===== config.mk =====
export PLATFORM = sky130hd
export DESIGN_NAME = dataPath
export DESIGN_NICKNAME = d
export VERILOG_FILES = /design/src/common/cpuPkg.sv /design/src/common/aluFlagsIf.sv /design/src/alu/adderHold.sv /design/src/alu/aluCore.sv /design/src/logic/accumulator.sv /design/src/logic/dataPath.sv /design/src/logic/indexRegs.sv /design/src/logic/internalBuses.sv /design/src/logic/statusReg.sv
export SDC_FILE = /design/constraint.sdc
export NUM_CORES = 1
export LEC_CHECK = 0
export BUFFER_PORTS_ARGS = -buffer_cell sky130_fd_sc_hd__buf_2
export CAP_MARGIN = 40
export CORE_ASPECT_RATIO = 1.25
export CORE_MARGIN = 4
export CORE_UTILIZATION = 60
export DETAILED_ROUTE_END_ITERATION = 16
export PLACE_DENSITY = 0.85
export SYNTH_ARGS = -nofsm -noshare
export SYNTH_HDL_FRONTEND = slang
export SYNTH_HIERARCHICAL = 1
export SYNTH_SLANG_ARGS = --single-unit

===== constraint.sdc =====
create_clock -name phi2 -period 5.45 [get_ports phi2]
set_clock_uncertainty 0.05 [all_clocks]
set_input_delay 0.2725 -clock phi2 [delete_from_list [all_inputs] [get_ports phi2]]
set_output_delay 0.2725 -clock phi2 [all_outputs]
set_load 0.01 [all_outputs]

===== src/common/cpuPkg.sv =====
// shared definitions for the 6502-style register and ALU datapath
// data width, bus source and ALU operation encodings, status bit
// positions and the decimal adjust constants
package cpuPkg;

  // data word
  localparam int dataWidth = 8;
  typedef logic [dataWidth-1:0] byteT;

  // special bus sources, sbNone reads as zero
  typedef enum logic [2:0] {
    sbNone,
    sbAcc,
    sbX,
    sbY,
    sbS,
    sbAdderHold,
    sbDataLatch
  } sbSrcT;

  // data bus sources, dbNone reads as zero
  typedef enum logic [1:0] {
    dbNone,
    dbAcc,
    dbStatus,
    dbDataLatch
  } dbSrcT;

  // alu operations
  typedef enum logic [2:0] {
    aluSum,
    aluAnd,
    aluEor,
    aluOr,
    aluShiftRight
  } aluOpT;

  // alu B operand select
  typedef enum logic [1:0] {
    bZero,
    bDb,
    bDbInverted
  } aluBSrcT;

  // status register bit positions
  localparam int flagC = 0;
  localparam int flagZ = 1;
  localparam int flagI = 2;
  localparam int flagD = 3;
  localparam int statusOneBit = 5;
  localparam int flagV = 6;
  localparam int flagN = 7;

  // bcd adjust constants
  localparam byteT decimalLowAdjust = 8'h06;
  localparam byteT decimalHighAdjust = 8'h60;
  localparam logic [3:0] decimalNibbleMax = 4'd9;
  localparam byteT decimalByteMax = 8'h99;

endpackage


===== src/common/aluFlagsIf.sv =====
// ALU result bundle
// carries a result byte with its carry, overflow and half-carry outputs,
// plus the bits saying which of carry and overflow mean anything
interface aluFlagsIf;
  import cpuPkg::*;

  byteT result;
  logic overflow;
  logic carry;
  logic halfCarry;
  // set when the op actually produces a carry / overflow
  logic carryValid;
  logic overflowValid;

  // producer side
  modport source (
    output result, overflow, carry, halfCarry, carryValid, overflowValid
  );

  // consumer side
  modport sink (
    input result, overflow, carry, halfCarry, carryValid, overflowValid
  );

endinterface


===== src/alu/adderHold.sv =====
// adder hold register
// keeps the ALU result together with its flags for the next cycle,
// so the result can be written while the next op is computed
module adderHold (
  input  logic      phi2,
  input  logic      rstAll,
  input  logic      halt,
  aluFlagsIf.sink   aluRaw,
  aluFlagsIf.source aluHeld
);

  always_ff @(posedge phi2) begin
    if (rstAll) begin
      aluHeld.result <= '0;
      aluHeld.overflow <= 1'b0;
      aluHeld.carry <= 1'b0;
      aluHeld.halfCarry <= 1'b0;
      aluHeld.carryValid <= 1'b0;
      aluHeld.overflowValid <= 1'b0;
    end else if (!halt) begin
      // capture every running cycle, no load enable
      aluHeld.result <= aluRaw.result;
      aluHeld.overflow <= aluRaw.overflow;
      aluHeld.carry <= aluRaw.carry;
      // needed by the decimal adjust stage
      aluHeld.halfCarry <= aluRaw.halfCarry;
      // status reg checks these before taking C and V
      aluHeld.carryValid <= aluRaw.carryValid;
      aluHeld.overflowValid <= aluRaw.overflowValid;
    end
  end

endmodule


===== src/alu/aluCore.sv =====
// ALU core
// combinational add with carry, AND, EOR, OR and shift right,
// with A and B operand selection from the internal buses
module aluCore (
  input  cpuPkg::byteT    sb,
  input  cpuPkg::byteT    db,
  input  logic            aluAFromSb,
  input  cpuPkg::aluBSrcT aluBSrc,
  input  cpuPkg::aluOpT   aluOp,
  input  logic            carryIn,
  aluFlagsIf.source       aluRaw
);
  import cpuPkg::*;

  byteT aOperand;
  byteT bOperand;
  logic [dataWidth:0] fullSum;
  logic [4:0] lowSum;

  // operand select, A is sb or zero
  always_comb begin
    aOperand = aluAFromSb ? sb : '0;
    case (aluBSrc)
      bDb:         bOperand = db;
      // inverted db for subtract
      bDbInverted: bOperand = ~db;
      default:     bOperand = '0;
    endcase
  end

  // binary adder, bit 8 is carry out
  assign fullSum = {1'b0, aOperand} + {1'b0, bOperand} + {{dataWidth{1'b0}}, carryIn};
  // low nibble add for half carry
  assign lowSum = {1'b0, aOperand[3:0]} + {1'b0, bOperand[3:0]} + {4'b0000, carryIn};

  always_comb begin
    // logic ops leave carry and overflow meaningless
    aluRaw.result = '0;
    aluRaw.carry = 1'b0;
    aluRaw.overflow = 1'b0;
    aluRaw.halfCarry = 1'b0;
    aluRaw.carryValid = 1'b0;
    aluRaw.overflowValid = 1'b0;
    case (aluOp)
      aluSum: begin
        aluRaw.result = fullSum[dataWidth-1:0];
        aluRaw.carry = fullSum[dataWidth];
        aluRaw.halfCarry = lowSum[4];
        // same sign in, different sign out
        aluRaw.overflow = (aOperand[7] == bOperand[7]) && (fullSum[7] != aOperand[7]);
        aluRaw.carryValid = 1'b1;
        aluRaw.overflowValid = 1'b1;
      end
      aluAnd: aluRaw.result = aOperand & bOperand;
      aluEor: aluRaw.result = aOperand ^ bOperand;
      aluOr:  aluRaw.result = aOperand | bOperand;
      aluShiftRight: begin
        // carry in rotates into bit 7, bit 0 drops into carry
        aluRaw.result = {carryIn, bOperand[dataWidth-1:1]};
        aluRaw.carry = bOperand[0];
        aluRaw.carryValid = 1'b1;
      end
      default: aluRaw.result = '0;
    endcase
  end

endmodule


===== src/logic/accumulator.sv =====
// accumulator
// loads from the special bus through the decimal add/subtract adjust,
// which corrects a binary result into BCD using the held flags
module accumulator (
  input  logic         phi2,
  input  logic         rstAll,
  input  logic         halt,
  input  cpuPkg::byteT sb,
  input  logic         loadAcc,
  input  logic         decimalAdd,
  input  logic         decimalSub,
  aluFlagsIf.sink      aluHeld,
  output cpuPkg::byteT accOut
);
  import cpuPkg::*;

  byteT adjusted;
  byteT accReg;

  // decimal adjust, all steps wrap mod 256
  always_comb begin
    adjusted = sb;
    if (decimalAdd) begin
      // low digit past 9 or carried out of the nibble
      if ((sb[3:0] > decimalNibbleMax) || aluHeld.halfCarry) begin
        adjusted = adjusted + decimalLowAdjust;
      end
      // high digit check looks at the unadjusted byte
      if (aluHeld.carry || (sb > decimalByteMax)) begin
        adjusted = adjusted + decimalHighAdjust;
      end
    end else if (decimalSub) begin
      // no half carry means a borrow from the low digit
      if (!aluHeld.halfCarry) begin
        adjusted = adjusted - decimalLowAdjust;
      end
      // likewise for the high digit
      if (!aluHeld.carry) begin
        adjusted = adjusted - decimalHighAdjust;
      end
    end
  end

  always_ff @(posedge phi2) begin
    if (rstAll) begin
      accReg <= '0;
    end else if (!halt && loadAcc) begin
      accReg <= adjusted;
    end
  end

  assign accOut = accReg;

endmodule


===== src/logic/dataPath.sv =====
// datapath top level
// register and ALU half of a 6502-style CPU, driven by one control
// word per phi2 cycle from an external sequencer
module dataPath (
  input  logic            phi2,
  input  logic            rstAll,
  input  logic            halt,
  input  cpuPkg::byteT    dataIn,
  input  cpuPkg::sbSrcT   sbSrc,
  input  cpuPkg::dbSrcT   dbSrc,
  input  logic            aluAFromSb,
  input  cpuPkg::aluBSrcT aluBSrc,
  input  cpuPkg::aluOpT   aluOp,
  input  logic            carryIn,
  input  logic            decimalAdd,
  input  logic            decimalSub,
  input  logic            loadAcc,
  input  logic            loadX,
  input  logic            loadY,
  input  logic            loadS,
  input  logic            flagsFromAlu,
  input  logic            flagsFromDb,
  input  logic            dbToStatus,
  input  logic            setCarry,
  input  logic            clrCarry,
  input  logic            setInt,
  input  logic            clrInt,
  input  logic            setDec,
  input  logic            clrDec,
  input  logic            clrOverflow,
  output cpuPkg::byteT    accOut,
  output cpuPkg::byteT    xOut,
  output cpuPkg::byteT    yOut,
  output cpuPkg::byteT    sOut,
  output cpuPkg::byteT    statusOut
);
  import cpuPkg::*;

  byteT sb;
  byteT db;

  // alu output before and after the hold register
  aluFlagsIf aluRaw ();
  aluFlagsIf aluHeld ();

  internalBuses iInternalBuses (
    .phi2(phi2), .rstAll(rstAll), .halt(halt), .dataIn(dataIn),
    .sbSrc(sbSrc), .dbSrc(dbSrc), .accOut(accOut), .xOut(xOut), .yOut(yOut),
    .sOut(sOut), .statusOut(statusOut), .heldResult(aluHeld.result),
    .sb(sb), .db(db)
  );

  aluCore iAluCore (
    .sb(sb), .db(db), .aluAFromSb(aluAFromSb), .aluBSrc(aluBSrc),
    .aluOp(aluOp), .carryIn(carryIn), .aluRaw(aluRaw)
  );

  // one cycle between alu and any register write
  adderHold iAdderHold (
    .phi2(phi2), .rstAll(rstAll), .halt(halt), .aluRaw(aluRaw), .aluHeld(aluHeld)
  );

  accumulator iAccumulator (
    .phi2(phi2), .rstAll(rstAll), .halt(halt), .sb(sb), .loadAcc(loadAcc),
    .decimalAdd(decimalAdd), .decimalSub(decimalSub), .aluHeld(aluHeld),
    .accOut(accOut)
  );

  indexRegs iIndexRegs (
    .phi2(phi2), .rstAll(rstAll), .halt(halt), .sb(sb), .loadX(loadX),
    .loadY(loadY), .loadS(loadS), .xOut(xOut), .yOut(yOut), .sOut(sOut)
  );

  statusReg iStatusReg (
    .phi2(phi2), .rstAll(rstAll), .halt(halt), .db(db), .aluHeld(aluHeld),
    .flagsFromAlu(flagsFromAlu), .flagsFromDb(flagsFromDb),
    .dbToStatus(dbToStatus), .setCarry(setCarry), .clrCarry(clrCarry),
    .setInt(setInt), .clrInt(clrInt), .setDec(setDec), .clrDec(clrDec),
    .clrOverflow(clrOverflow), .statusOut(statusOut)
  );

endmodule


===== src/logic/indexRegs.sv =====
// index and stack registers
// X, Y and the stack pointer S, all loaded from the special bus;
// any combination may load on the same edge
module indexRegs (
  input  logic         phi2,
  input  logic         rstAll,
  input  logic         halt,
  input  cpuPkg::byteT sb,
  input  logic         loadX,
  input  logic         loadY,
  input  logic         loadS,
  output cpuPkg::byteT xOut,
  output cpuPkg::byteT yOut,
  output cpuPkg::byteT sOut
);
  import cpuPkg::*;

  // entry 0 is X, 1 is Y, 2 is S
  byteT regBank [3];
  logic [2:0] loadVec;

  assign loadVec = {loadS, loadY, loadX};

  always_ff @(posedge phi2) begin
    if (rstAll) begin
      for (int i = 0; i < 3; i++) begin
        regBank[i] <= '0;
      end
    end else if (!halt) begin
      // sb is the only input, each reg has its own enable
      for (int i = 0; i < 3; i++) begin
        if (loadVec[i]) begin
          regBank[i] <= sb;
        end
      end
    end
  end

  assign xOut = regBank[0];
  assign yOut = regBank[1];
  assign sOut = regBank[2];

endmodule


===== src/logic/internalBuses.sv =====
// internal buses
// input data latch plus the special bus and data bus, built as
// source multiplexers; an unselected bus reads as zero
module internalBuses (
  input  logic          phi2,
  input  logic          rstAll,
  input  logic          halt,
  input  cpuPkg::byteT  dataIn,
  input  cpuPkg::sbSrcT sbSrc,
  input  cpuPkg::dbSrcT dbSrc,
  input  cpuPkg::byteT  accOut,
  input  cpuPkg::byteT  xOut,
  input  cpuPkg::byteT  yOut,
  input  cpuPkg::byteT  sOut,
  input  cpuPkg::byteT  statusOut,
  input  cpuPkg::byteT  heldResult,
  output cpuPkg::byteT  sb,
  output cpuPkg::byteT  db
);
  import cpuPkg::*;

  byteT dataLatch;

  // external bus captured every running cycle
  always_ff @(posedge phi2) begin
    if (rstAll) begin
      dataLatch <= '0;
    end else if (!halt) begin
      dataLatch <= dataIn;
    end
  end

  // special bus mux
  always_comb begin
    case (sbSrc)
      sbAcc:       sb = accOut;
      sbX:         sb = xOut;
      sbY:         sb = yOut;
      sbS:         sb = sOut;
      sbAdderHold: sb = heldResult;
      sbDataLatch: sb = dataLatch;
      default:     sb = '0;
    endcase
  end

  // data bus mux
  always_comb begin
    case (dbSrc)
      dbAcc:       db = accOut;
      dbStatus:    db = statusOut;
      dbDataLatch: db = dataLatch;
      default:     db = '0;
    endcase
  end

endmodule


===== src/logic/statusReg.sv =====
// processor status register
// N, V, D, I, Z and C with updates from the held ALU result,
// from the data bus and from the sequencer's set/clear controls
module statusReg (
  input  logic         phi2,
  input  logic         rstAll,
  input  logic         halt,
  input  cpuPkg::byteT db,
  aluFlagsIf.sink      aluHeld,
  input  logic         flagsFromAlu,
  input  logic         flagsFromDb,
  input  logic         dbToStatus,
  input  logic         setCarry,
  input  logic         clrCarry,
  input  logic         setInt,
  input  logic         clrInt,
  input  logic         setDec,
  input  logic         clrDec,
  input  logic         clrOverflow,
  output cpuPkg::byteT statusOut
);
  import cpuPkg::*;

  logic nFlag, vFlag, dFlag, iFlag, zFlag, cFlag;

  always_ff @(posedge phi2) begin
    if (rstAll) begin
      nFlag <= 1'b0;
      vFlag <= 1'b0;
      dFlag <= 1'b0;
      iFlag <= 1'b0;
      zFlag <= 1'b0;
      cFlag <= 1'b0;
    end else if (!halt) begin
      // N, sign of alu result or of db
      if (flagsFromAlu) nFlag <= aluHeld.result[7];
      else if (flagsFromDb || dbToStatus) nFlag <= db[flagN];

      // Z, zero test unless restoring the whole byte
      if (flagsFromAlu) zFlag <= (aluHeld.result == '0);
      else if (flagsFromDb) zFlag <= (db == '0);
      else if (dbToStatus) zFlag <= db[flagZ];

      // C, only when the op produced a real carry
      if (flagsFromAlu && aluHeld.carryValid) cFlag <= aluHeld.carry;
      else if (dbToStatus) cFlag <= db[flagC];
      else if (setCarry) cFlag <= 1'b1;
      else if (clrCarry) cFlag <= 1'b0;

      // V, only after a sum
      if (flagsFromAlu && aluHeld.overflowValid) vFlag <= aluHeld.overflow;
      else if (dbToStatus) vFlag <= db[flagV];
      else if (clrOverflow) vFlag <= 1'b0;

      // D and I, restore first, then set, then clear
      if (dbToStatus) dFlag <= db[flagD];
      else if (setDec) dFlag <= 1'b1;
      else if (clrDec) dFlag <= 1'b0;

      if (dbToStatus) iFlag <= db[flagI];
      else if (setInt) iFlag <= 1'b1;
      else if (clrInt) iFlag <= 1'b0;
    end
  end

  // assemble the byte, bit 4 reads 0 and bit 5 reads 1
  always_comb begin
    statusOut = '0;
    statusOut[flagN] = nFlag;
    statusOut[flagV] = vFlag;
    statusOut[statusOneBit] = 1'b1;
    statusOut[flagD] = dFlag;
    statusOut[flagI] = iFlag;
    statusOut[flagZ] = zFlag;
    statusOut[flagC] = cFlag;
  end

endmodule


==> results by stage, run 1 <==
Worst hold path:
- The worst hold path belongs to the class in2reg.
- The number of stages on the worst hold path is 3.
- The worst hold path begins at dataIn[0].
- For hold timing, the worst endpoint is iInternalBuses/dataLatch[0]$_SDFFE_PP0N_.

Synth:
- After synthesis, the netlist uses 80 different library cells.
- The largest area contributor in the synthesized netlist is edfxtp_1.
- Yosys printed 6 warnings.
- The adder-cell share of the synthesized area is 5.96%.
- The net count after synthesis is 574.
- By area the synthesized netlist is led by edfxtp_1 16%, dfxtp_1 15%, mux2i_1 6.6%.
- Summing the areas of all compound-gate instances in the mapped netlist gives 21.6% of the synthesized area.
- The average instance in the mapped netlist occupies 8.82 um^2.
- After synthesis, the largest family of logic cells by area is compound AO/OA/AOI/OAI gates.
- The synthesized netlist devotes 18.8% of its cell area to simple gates.
- Of the total synthesized cell area, the portion taken by XOR and XNOR cells is 2.13%.
- The number of flops mapped to enable cells by yosys is 24.
- The gate count of the mapped netlist is 514.
- Summing every instance area after synthesis gives 4530 um^2.
- The fraction of synthesis flops using an asynchronous set or reset pin is 0%.
- The share of synthesized area in the top cell type comes to 15.9%.
- The post-synthesis sequential area ratio is 31.4%.
- The proportion of synthesized area in mux cells is 11.3%.
- After synthesis the netlist holds a flip-flop and latch count of 59.
- The commonest register cell after synthesis is dfxtp_1.

Timing:
- The final number of max-transition violations is 0.
- The measured slew at the worst slew-check pin is 585 ps.
- The worst hold margin is 113 ps.
- Setup repair after global routing left no endpoint under its margin.
- Adding up every negative setup slack in the final design gives 0 ps.
- The final number of hold-violating endpoints is 0.
- The post-layout worst setup margin is 1800 ps.
- Counting I/O delays and the setup requirement, the final critical path takes 3650 ps.
- The maximum clock rate is 274 MHz.
- Setup violations remaining at the end of the flow were counted as 0.
- The tightest slew margin relative to the limit is 60.9%.
- In the finished design, the share of the clock period the worst path needs comes to 66.9%.

Global route:
- The met2 routing resource usage after global routing is 47.4%.
- The number of antenna violations at the first check in global routing is 0.
- The total track usage is 28.5%.
- The aggregate global routing overflow is 0.
- The largest net degree at the start of global routing is 40.
- In the global route stage, met3 resource usage came out at 5.21%.
- The number of global-route vias before repair was 4115.
- The first global-routing pass estimated 20.4 mm of wire.
- Global routing consumed, on the met1 layer, 35.3% of the routing resources.
- The layer carrying the most global-route usage is met2.

Floorplan:
- The placeable core region is 7360 um^2.
- The die area is 9020 um^2.
- The number of placed I/O pins is 79.
- The number of rows created at floorplan is 35.
- The floorplan step set the die width to 85.7 um.
- The die extent in y is 105 um.
- The effective utilization at floorplan is 61.6%.

Routing:
- Dividing the detail-routed wire length by the instance count gives 19.4 um.
- The DRC violation total after the first TritonRoute iteration is 343.
- The final layout contains routed wiring with a total length of 12.9 mm.
- The per-cell via count in the routed design is 6.43.
- For this run, design rule violations remaining after detail routing come to 0.
- The via count is 4267.
- The number of nets with antenna violations after detailed routing is 0.
- The number of detailed-routing iterations run before antenna repair is 5.

Clock tree:
- The number of gates resized after CTS was 0.
- The clock passes through at most 2 buffers.
- Buffers inserted during clock tree synthesis total 9.
- For the worst-skew pair, the clock arrives at the later sink with an insertion delay of 340 ps.
- Hold repair after CTS inserted 0 buffers.
- The cell at the root of the clock tree is clkbuf_8.
- The number of clock sinks is 59.
- CTS built an H-tree with a depth of 3.
- TritonCTS built the clock tree.
- The clock-pin slew of the registers on the worst-case setup and hold paths is 70 ps.
- The setup fix buffers added after clock tree synthesis is 0.

Setup path:
- By startpoint and endpoint, the worst setup path is classified as in2reg.
- The critical path data required time is 5610 ps.
- The capture point of the worst reg-to-reg path is iAdderHold/aluHeld.result[4]$_SDFFE_PP0N_.
- The signal on the critical path passes through buf_2 -> nor2b_1 -> a221oi_1 -> o21ai_0 -> nand2_1 -> ha_1 -> ha_1 -> nor2_1 -> fa_1 -> nor2b_1 -> o21ai_1 -> nand2b_2 -> mux2_2 -> o21ai_0 -> o21ai_0 -> mux2i_1 -> nor2_1.
- The maximum fanout encountered on the critical timing path is 13.
- In this run the critical register-to-register path is launched from iAccumulator/accOut[0]$_SDFFE_PP0P_.
- Counting stages on the worst path, the most repeated cell is o21ai_0.
- The slack of the worst reg-to-reg path is 1980 ps.
- For this run, the slowest stage of the critical path takes 480 ps.
- The cell depth of the worst flop-to-flop path is 16.
- The endpoint type of the worst setup path is a flop.
- STA classifies the critical path startpoint as an input pin.
- The cell with the biggest individual delay on the critical path is nor2b_1.
- For the worst setup path, the data arrival time is 3800 ps.

Placement:
- The number of input and output port buffers inserted is 76.
- The routability-driven placement congestion ratio is 0.956.
- The pre-CTS worst setup slack is 1540 ps.
- The placed standard-cell area is 4810 um^2.
- After detailed placement, the design holds a cell count of 648.
- The post-detailed-placement half-perimeter wirelength is 9.56 mm.

Cells and area:
- In the final design database the tool counted 627 nets.
- Summing all non-filler instances in the final layout gives an area of 5000 um^2.
- Measured on the finished design, the core utilization comes to 68.0%.
- 0 antenna diodes ended up in the layout.
- The ratio of cells with drive above 1 in the final layout is 23.3%.
- From synthesis to final layout, the design area changed by 10.4%.
- The finished layout holds 664 standard cells, fillers aside.

Outcome:
- The run finished with clean final reports.

Power and ir drop:
- Summed over all cells, the static leakage comes to 2.26 nW.
- The post-route total power is 1.23 mW.
- The cell area power density is 246 nW/um^2.
- The maximum ir drop on the vdd rail is 0.233 mV.

Job:
- The tool flagged a number of max-cap violations equal to 0.
==> worst max-delay path by stage <==
| stage | startpoint | end | slack [ps] |
|---|---|---|---|
| floorplan | dbSrc[1] | iAdderHold/aluHeld.result[4]$_SDFFE_PP0N_ | 2150 |
| global placement | sbSrc[0] | iAdderHold/aluHeld.result[4]$_SDFFE_PP0N_ | 1750 |
| detailed placement | sbSrc[0] | iAdderHold/aluHeld.result[4]$_SDFFE_PP0N_ | 1540 |
| CTS | sbSrc[0] | iAdderHold/aluHeld.carry$_SDFFE_PP0N_ | 1880 |
| global route | sbSrc[0] | iAdderHold/aluHeld.result[4]$_SDFFE_PP0N_ | 1400 |
| finish | sbSrc[0] | iAdderHold/aluHeld.result[4]$_SDFFE_PP0N_ | 1800 |
==> critical path: cells and delay by family <==
| family | cells | cell delay (ps) |
|---|---|---|
| AOI/OAI and AO/OA | 5 | 900 |
| adders and majority gates | 3 | 880 |
| buffers and inverters | 1 | 240 |
| muxes | 2 | 480 |
| and+or+nand+nor | 6 | 1040 |
==> cell usage after synthesis, drive strengths merged (8+ instances only) <==
cell,instances
mux2,16
buf,30
nor3,10
and3,10
clkbuf,12
inv,30
xnor2,8
a21oi,32
nor2,63
edfxtp,24
ha,20
nor2b,8
a221oi,10
mux2i,30
o21ai,29
nand2,31
dfxtp,35
a22o,9
==> cell type report <==
cell class / instances / area (um^2)
Multi-Input combinational cell: 383 / 2720
Fill cell: 567 / 2350
Sequential cell: 59 / 1420
Timing Repair Buffer: 84 / 440
Clock buffer: 9 / 124
Tap cell: 92 / 115
Inverter: 30 / 113
Clock inverter: 7 / 68.8
==> registers in the layout, summed over array words and instances (netlist names), 8 cells and up <==
signal                     cells
iAccumulator/accOut            8
iAdderHold/aluHeld.result      8
iInternalBuses/dataLatch       8
iIndexRegs/regBank            24
==> cells by family (layout without fill, tap and decap cells) <==
logic type	after synthesis	count (layout)
buffers and inverters	72	130
AO/OA/AOI/OAI	137	137
AND/OR/NAND/NOR	165	165
adder cells (fa/ha/maj)	21	21
multiplexers	47	47
flip-flops	59	59
XOR/XNOR	11	11
other	2	2
==> placed cells by master (no fill, tap or decap), drive strengths merged, types with 16 or more instances in the layout <==
| cell type | netlist | final |
|---|---|---|
| edfxtp | 24 | 24 |
| a21oi | 32 | 32 |
| mux2i | 30 | 30 |
| o21ai | 29 | 29 |
| dfxtp | 35 | 35 |
| nand2 | 31 | 31 |
| inv | 30 | 30 |
| mux2 | 16 | 16 |
| buf | 30 | 84 |
| nor2 | 63 | 63 |
| ha | 20 | 20 |
==> where the power goes <==
part	switching (mW)	total (mW)	internal, mW
sequential	0.0268	0.514	0.487
combinational	0.186	0.319	0.133
clock	0.189	0.398	0.209
total	0.401	1.23	0.829
==> metal layers <==
| layer | wire [um] | vias to the layer above |
|---|---|---|
| li1 | - | 1969 |
| met1 | 5000 | 2007 |
| met2 | 6320 | 256 |
| met3 | 1110 | 35 |
| met4 | 433 | 0 |
| met5 | 0 | - |
No activity file was read; power rests on OpenSTA's default activity.
==> run 2, diff against run 1 <==
--- a/config.mk
+++ b/config.mk
@@ -9,9 +9,9 @@
 export CAP_MARGIN = 40
 export CORE_ASPECT_RATIO = 1.25
 export CORE_MARGIN = 4
-export CORE_UTILIZATION = 60
+export CORE_UTILIZATION = 57
 export DETAILED_ROUTE_END_ITERATION = 16
-export PLACE_DENSITY = 0.85
+export PLACE_DENSITY = 0.81
 export SYNTH_ARGS = -nofsm -noshare
 export SYNTH_HDL_FRONTEND = slang
 export SYNTH_HIERARCHICAL = 1
==> constraint.sdc (replaced) <==
create_clock -name phi2 -period 3.75 [get_ports phi2]
set_clock_uncertainty 0.05 [all_clocks]
set_input_delay 0.1875 -clock phi2 [delete_from_list [all_inputs] [get_ports phi2]]
set_output_delay 0.1875 -clock phi2 [all_outputs]
set_load 0.01 [all_outputs]
==> results by stage, run 2 (same netlist as run 1, synthesis figures left out) <==
Outcome:
- The run finished with clean final reports.

Power and ir drop:
- The maximum ir drop on the vdd rail came to 0.298 mV (+28%).
- The post-route total power is 1.93 mW (+57%).
- The cell area power density came to 379 nW/um^2 (+54%).
- The leakage dissipation came to 2.30 nW (+1.8%).

Clock tree:
- The buffer depth of the longest clock path is 2 (unchanged).
- The TritonCTS clock tree is yes.
- The number of hold buffers added after CTS was 0 (unchanged).
- The cell at the root of the clock tree is clkbuf_8.
- The number of clock sinks was 59 (unchanged).
- The clock-pin slew of the registers on the worst-case setup and hold paths is 70 ps (about the same).
- The number of clock buffers inserted by TritonCTS was 9 (unchanged).
- The clock latency of the later-clocked register in the worst-skew pair is 340 ps (about the same).
- The H-tree depth is 3 (unchanged).

Floorplan:
- The number of placed I/O pins is 79 (unchanged).
- The horizontal extent of the die is 87.8 um (+2.4%).
- The effective utilization at floorplan is 58.2% (-3.4 points).
- The die extent in y was 108 um (+2.4%).
- The number of rows created at floorplan is 36 (+2.9%).
- The placeable core region is 7790 um^2 (+5.9%).
- The die area was 9450 um^2 (+4.8%).

Timing:
- The ratio of final minimum period to clock period is 93.7%.
- The final number of max-transition violations is 0 (unchanged).
- The final number of hold-violating endpoints is 0 (unchanged).
- For this run, the top clock speed supported by timing is 285 MHz.
- The time the final worst path needs with I/O delays and setup is 3510 ps.
- The measured slew at the worst slew-check pin is 904 ps (+319 ps).
- The post-layout worst setup margin is 235 ps (-1570 ps).
- The tightest slew margin relative to the limit is 39.7% (-21 points).
- The final-report setup violation count is 0 (unchanged).

Cells and area:
- The layout net count is 631 (+0.64%).
- The count of antenna diodes in the layout is 0 (unchanged).
- The flip-flop count of the largest register, all copies and words added is 24 (unchanged).
- The growth of design area from synthesis to finish is 12.2%.
- The leading cell type in the layout, fill and taps excluded is buf_2.
- The core occupancy in the finished layout came to 65.3% (-2.7 points).
- The largest register by flop count is iIndexRegs/regBank.
- Leaving out fill and tap cells, the most frequent cells in the layout are 76 x buf_2, 63 x nor2_1, 35 x dfxtp_1, 32 x a21oi_1, 31 x nand2_1.
- The filler cell count came to 659 (+16%).
- The ratio of cells with drive above 1 in the final layout was 24.1% (+0.88 points).

Job:
- The number of max-cap violations is 0 (unchanged).

Routing:
- The number of nets with antenna violations after detailed routing came to 0 (unchanged).
- The DRC violation total after the first TritonRoute iteration was 311 (-9.3%).
- The wire length after detailed routing is 12.9 mm (+0.36%).
- The number of detailed-routing iterations run before antenna repair came to 5 (unchanged).
- The post-detailed-route DRC marker count is 0 (unchanged).
- The via count is 4252 (-0.35%).
- The mean routed wirelength per cell is 19.2 um (-0.69%).
- The per-cell via count in the routed design came to 6.34 (-1.4%).

Setup path:
- The maximum fanout encountered on the critical timing path is 5 (-8).
- Among cell families on the critical path, the largest total delay comes from compound AO/OA/AOI/OAI gates.
- The critical path data required time is 3890 ps (-1720 ps).
- The launch point of the worst path is iAccumulator/accOut[0]$_SDFFE_PP0P_.
- STA classifies the critical path startpoint as a flop.
- The highest cell delay on the worst timing path is 350 ps (-130 ps).
- Traced cell by cell, the critical path runs through mux2_2 -> a22o_1 -> nor2_1 -> a22oi_4 -> ha_1 -> ha_1 -> nor2_1 -> fa_1 -> nor2b_1 -> o21ai_1 -> nand2b_2 -> a211o_1 -> a311oi_1 -> a2111oi_1 -> mux2i_1 -> nor2_1.
- By startpoint and endpoint, the worst setup path is classified as reg2reg.
- The worst register-to-register path begins at iAccumulator/accOut[0]$_SDFFE_PP0P_.
- The slowest stage of the critical path belongs to the cell dfxtp_1.
- The cell type with the highest occurrence count on the critical path is nor2_1.
- The data arrival time of the critical path is 3660 ps (-140 ps).
- The cell depth of the worst flop-to-flop path is 16 (unchanged).
- The number of buffers and inverters on the critical path is 0 (-1).
- STA classifies the critical path endpoint as a flop.
- The count of cell instances traversed by the critical path came to 16 (-1).

Worst hold path:
- The number of stages on the worst hold path was 3 (unchanged).
- The type of the most critical hold path is in2reg.
- The startpoint identified for the worst hold timing path is dataIn[2].

Global route:
- The global-route wire length before repair is 20.8 mm (+1.7%).
- The number of antenna violations at the first check in global routing came to 0 (unchanged).
- The largest net degree at the start of global routing was 40 (unchanged).
- The aggregate global routing overflow came to 0 (unchanged).
- The total track usage is 28.2% (-0.37 points).
- The number of global-route vias before repair was 4102 (-0.32%).

Placement:
- The routability-driven placement congestion ratio came to 0.973 (+1.8%).
- The post-detailed-placement half-perimeter wirelength is 9.61 mm (+0.58%).
- The number of input and output port buffers inserted is 76 (unchanged).
- The pre-CTS worst setup slack came to 168 ps (-1370 ps).
## run 2: cell types whose count changed in the layout (fill, tap and decap cells not counted)
cell	previous run	this run
buf_4	8	12
clkinv_2	1	2
a2111oi_0	2	1
clkinvlp_4	0	1
a2111oi_1	0	1
clkinv_1	2	0
clkinv_4	3	1
bufinv_16	1	3
## run 2: layout make-up
cell class	count	area [um^2]	area share, %
Inverter	30	113	2.21
Sequential cell	59	1420	28.0
Timing Repair Buffer	88	470	9.25
Clock inverter	7	116	2.29
Clock buffer	9	124	2.44
Multi-Input combinational cell	383	2720	53.5
Tap cell	95	119	2.34
## run 2: path summary, 6_finish.rpt
check                                              to  slack, ps
min          iInternalBuses/dataLatch[2]$_SDFFE_PP0N_         50
max             iAdderHold/aluHeld.carry$_SDFFE_PP0N_        240
max reg2reg     iAdderHold/aluHeld.carry$_SDFFE_PP0N_        240
min reg2reg             iStatusReg/dFlag$_SDFFE_PP0P_        460
## run 2: tightest hold or removal path: stages
cell and delay (ps):
buf_2 80, mux2i_1 60, nor2_1 80
## run 2: power breakdown
group / internal (mW) / switching (mW) / total (mW) / leakage [nW]
sequential: 0.708 / 0.0403 / 0.748 / 0.543
combinational: 0.197 / 0.270 / 0.467 / 1.64
clock: 0.440 / 0.273 / 0.713 / 0.119
## run 2: repair_timing
item                                    4_1_cts  5_1_grt
gates resized for setup                       0        1
endpoints found under the setup margin        0        1
buffers inserted                              0        0
## run 2: layer usage
metal  wire length (um)  track usage, %
met1               4800            34.8
met5                  0               0
met3               1080            3.52
met4                575            14.3
met2               6460            47.4
## run 2: per-stage QoR
| step | hold WS (ps) | cells | TNS [ps] | cell area [um^2] |
|---|---|---|---|---|
| CTS | 39.5 | 671 | 0 | 5080 |
| global placement | 369 | 655 | 0 | 4840 |
| floorplan | 205 | 514 | 0 | 4530 |
| detailed placement | 391 | 655 | 0 | 4840 |
| global route | 56.2 | 671 | -38.5 | 5080 |
| finish | 46.2 | 671 | 0 | 5080 |
==> run 3, diff against run 2 <==
--- a/config.mk
+++ b/config.mk
@@ -7,10 +7,10 @@
 export LEC_CHECK = 0
 export BUFFER_PORTS_ARGS = -buffer_cell sky130_fd_sc_hd__buf_2
 export CAP_MARGIN = 40
-export CORE_ASPECT_RATIO = 1.25
 export CORE_MARGIN = 4
 export CORE_UTILIZATION = 57
 export DETAILED_ROUTE_END_ITERATION = 16
+export MAX_ROUTING_LAYER = met4
 export PLACE_DENSITY = 0.81
 export SYNTH_ARGS = -nofsm -noshare
 export SYNTH_HDL_FRONTEND = slang
==> results by stage, run 3 (same netlist as run 1, synthesis figures left out) <==
Routing:
- The DRC violation total after the first TritonRoute iteration is 446 (+43%).
- The number of detailed-routing iterations run before antenna repair is 5 (unchanged).
- The post-detailed-route DRC marker count was 0 (unchanged).
- The mean routed wirelength per cell is 18.5 um (-3.8%).
- The via count is 4285 (+0.78%).
- The per-cell via count in the routed design is 6.33 (-0.12%).
- The number of nets with antenna violations after detailed routing is 0 (unchanged).
- The wire length after detailed routing is 12.5 mm (-2.9%).

Cells and area:
- The combined area of the multi-input logic cells came to 2720 um^2 (about the same).
- Leaving out fill and tap cells, the most frequent cell in the layout is buf_2.
- The sequential standard cell area is 1420 um^2 (unchanged).
- The filler cell count is 630 (-4.4%).
- The top cell types in the final layout, fill and taps aside, are 76 x buf_2, 63 x nor2_1, 35 x dfxtp_1, 32 x a21oi_1, 31 x nand2_1.
- The ratio of cells with drive above 1 in the final layout is 24.0% (-0.13 points).
- The flip-flop count of the largest register, all copies and words added came to 24 (unchanged).
- iIndexRegs/regBank holds more flip-flops than any other register.
- The core occupancy in the finished layout is 65.3% (about the same).
- The layout net count is 630 (-0.16%).
- The count of antenna diodes in the layout is 0 (unchanged).
- The growth of design area from synthesis to finish is 11.3%.

Timing:
- The final number of hold-violating endpoints is 0 (unchanged).
- The ratio of final minimum period to clock period came to 91.5% (-2.3 points).
- The worst hold margin was 23.7 ps (-22.5 ps).
- The final-report setup violation count is 0 (unchanged).
- Setup repair after global routing left no endpoint under its margin.
- The time the final worst path needs with I/O delays and setup was 3430 ps (-84.8 ps).
- The maximum clock rate was 292 MHz (+2.5%).
- The tightest slew margin relative to the limit is 41.6% (+1.9 points).
- The measured slew at the worst slew-check pin came to 876 ps (-28.2 ps).
- The total negative slack for setup checks came to 0 ps (unchanged).
- The final number of max-transition violations is 0 (unchanged).

Clock tree:
- The number of gates given a new drive strength after cts is 0 (unchanged).
- The number of clock sinks is 59 (unchanged).
- The H-tree depth is 3 (unchanged).
- The number of hold buffers added after CTS was 0 (unchanged).
- The clock latency of the later-clocked register in the worst-skew pair came to 340 ps (about the same).
- The number of clock buffers inserted by TritonCTS came to 9 (unchanged).
- The setup fix buffers added after clock tree synthesis was 0 (unchanged).
- CTS placed an instance of clkbuf_8 at the clock tree root.
- The buffer depth of the longest clock path is 2 (unchanged).
- The clock-pin slew of the registers on the worst-case setup and hold paths is 70 ps (about the same).
- The TritonCTS clock tree is yes.

Setup path:
- The data arrival time of the critical path is 3650 ps (about the same).
- The type of element launching the critical path is a flop.
- The signal on the critical path passes through mux2_2 -> a22o_1 -> nor2_1 -> a22oi_4 -> ha_1 -> ha_1 -> nor2_1 -> fa_1 -> nor2b_1 -> o21ai_1 -> nand2b_2 -> a211o_1 -> a311oi_1 -> a2111oi_0 -> mux2i_1 -> nor2_1.
- The cell type with the highest occurrence count on the critical path is nor2_1.
- The highest cell delay on the worst timing path is 390 ps (+40 ps).
- The worst setup path is captured at a flop.
- The cell with the biggest individual delay on the critical path is fa_1.
- The critical path data required time is 3970 ps (+80 ps).
- The maximum fanout encountered on the critical timing path is 5 (unchanged).
- The setup path with the least slack is of type reg2reg.
- The cell depth of the worst flop-to-flop path was 16 (unchanged).

Floorplan:
- The placeable core region is 7730 um^2 (-0.83%).
- The die extent in y is 97.2 um (-9.8%).
- The die area is 9440 um^2 (about the same).
- The number of rows created at floorplan came to 32 (-11%).
- The number of placed I/O pins is 79 (unchanged).
- The effective utilization at floorplan is 58.6% (+0.49 points).
- The horizontal extent of the die came to 97.2 um (+11%).

Power and ir drop:
- The maximum ir drop on the vdd rail is 0.141 mV (-53%).
- The leakage dissipation is 2.28 nW (-1.2%).
- The switching part of the total power is 32.4% (+2.1 points).
- The internal power of the cells came to 1.21 mW (-9.9%).
- The cell area power density came to 355 nW/um^2 (-6.3%).
- The switching power of the nets came to 0.580 mW (-0.49%).
- The combinational share of power is 25.8% (+1.6 points).
- The sequential fraction of design power is 41.5% (+2.7 points).
- The clock share of power is 32.6% (-4.4 points).

Global route:
- The largest net degree at the start of global routing is 40 (unchanged).
- The number of antenna violations at the first check in global routing is 0 (unchanged).
- The total track usage is 26.7% (-1.5 points).
- The aggregate global routing overflow is 0 (unchanged).
- The number of global-route vias before repair came to 4046 (-1.4%).
- The global-route wire length before repair is 20.1 mm (-3.4%).

Placement:
- The number of input and output port buffers inserted is 76 (unchanged).
- The routability-driven placement congestion ratio is 0.993 (+2.1%).
- The post-detailed-placement half-perimeter wirelength is 9.43 mm (-1.9%).

Job:
- The number of max-cap violations is 0 (unchanged).

Outcome:
- The flow ran to the end, and the final reports show no timing, DRC or antenna violations.

Worst hold path:
- The type of the most critical hold path is in2reg.
- The number of stages on the worst hold path is 3 (unchanged).
-- run 3: final timing paths --
check / start / to / slack, ps
max: iInternalBuses/dataLatch[0]$_SDFFE_PP0N_ / iAdderHold/aluHeld.carry$_SDFFE_PP0N_ / 320
max reg2reg: iInternalBuses/dataLatch[0]$_SDFFE_PP0N_ / iAdderHold/aluHeld.carry$_SDFFE_PP0N_ / 320
min reg2reg: iStatusReg/iFlag$_SDFFE_PP0P_ / iStatusReg/iFlag$_SDFFE_PP0P_ / 460
min: dataIn[6] / iInternalBuses/dataLatch[6]$_SDFFE_PP0N_ / 20
-- run 3: power by group through the flow --
| stage | sequential, mW | clock, mW | combinational, mW |
|---|---|---|---|
| after CTS | 0.743 | 0.590 | 0.457 |
| after global routing | 0.748 | 0.618 | 0.509 |
| final | 0.744 | 0.585 | 0.463 |
| after detailed placement | 0.758 | 0 | 0.453 |
| after floorplan | 0.753 | 0 | 0.333 |
| after global placement | 0.757 | 0 | 0.438 |
-- run 3: worst max-delay path, delay by kind of cell (launching register included) --
family          cells  cell delay (ps)
compound gates      6             1040
mux                 2              390
flops               1              330
simple gates        5              680
fa+ha+maj           3              880
-- run 3: layer usage --
metal / vias up / GRT usage [%] / share of wire [%]
met5: - / - / 0
met4: 0 / 11.4 / 3.3
met3: 44 / 5.46 / 9.0
met2: 236 / 42.8 / 48
met1: 2030 / 32.6 / 40
li1: 1975 / - / -
-- run 3: layout make-up --
cell class              instances  area share (%)
clock buffers                   9            2.46
clock inverters                 7            1.51
inverters                      30            2.23
multi-input cells             383            53.9
flip-flops and latches         59            28.2
well taps                     102            2.53
repair buffers                 87            9.18
-- run 3: per-stage QoR --
stage               cells  total power [mW]  cell area [um^2]  setup WS [ps]
floorplan             514              1.09              4530            534
global placement      661              1.20              4840            339
detailed placement    661              1.21              4840            233
CTS                   677              1.79              5040            384
global route          677              1.87              5040           25.7
finish                677              1.79              5040            320
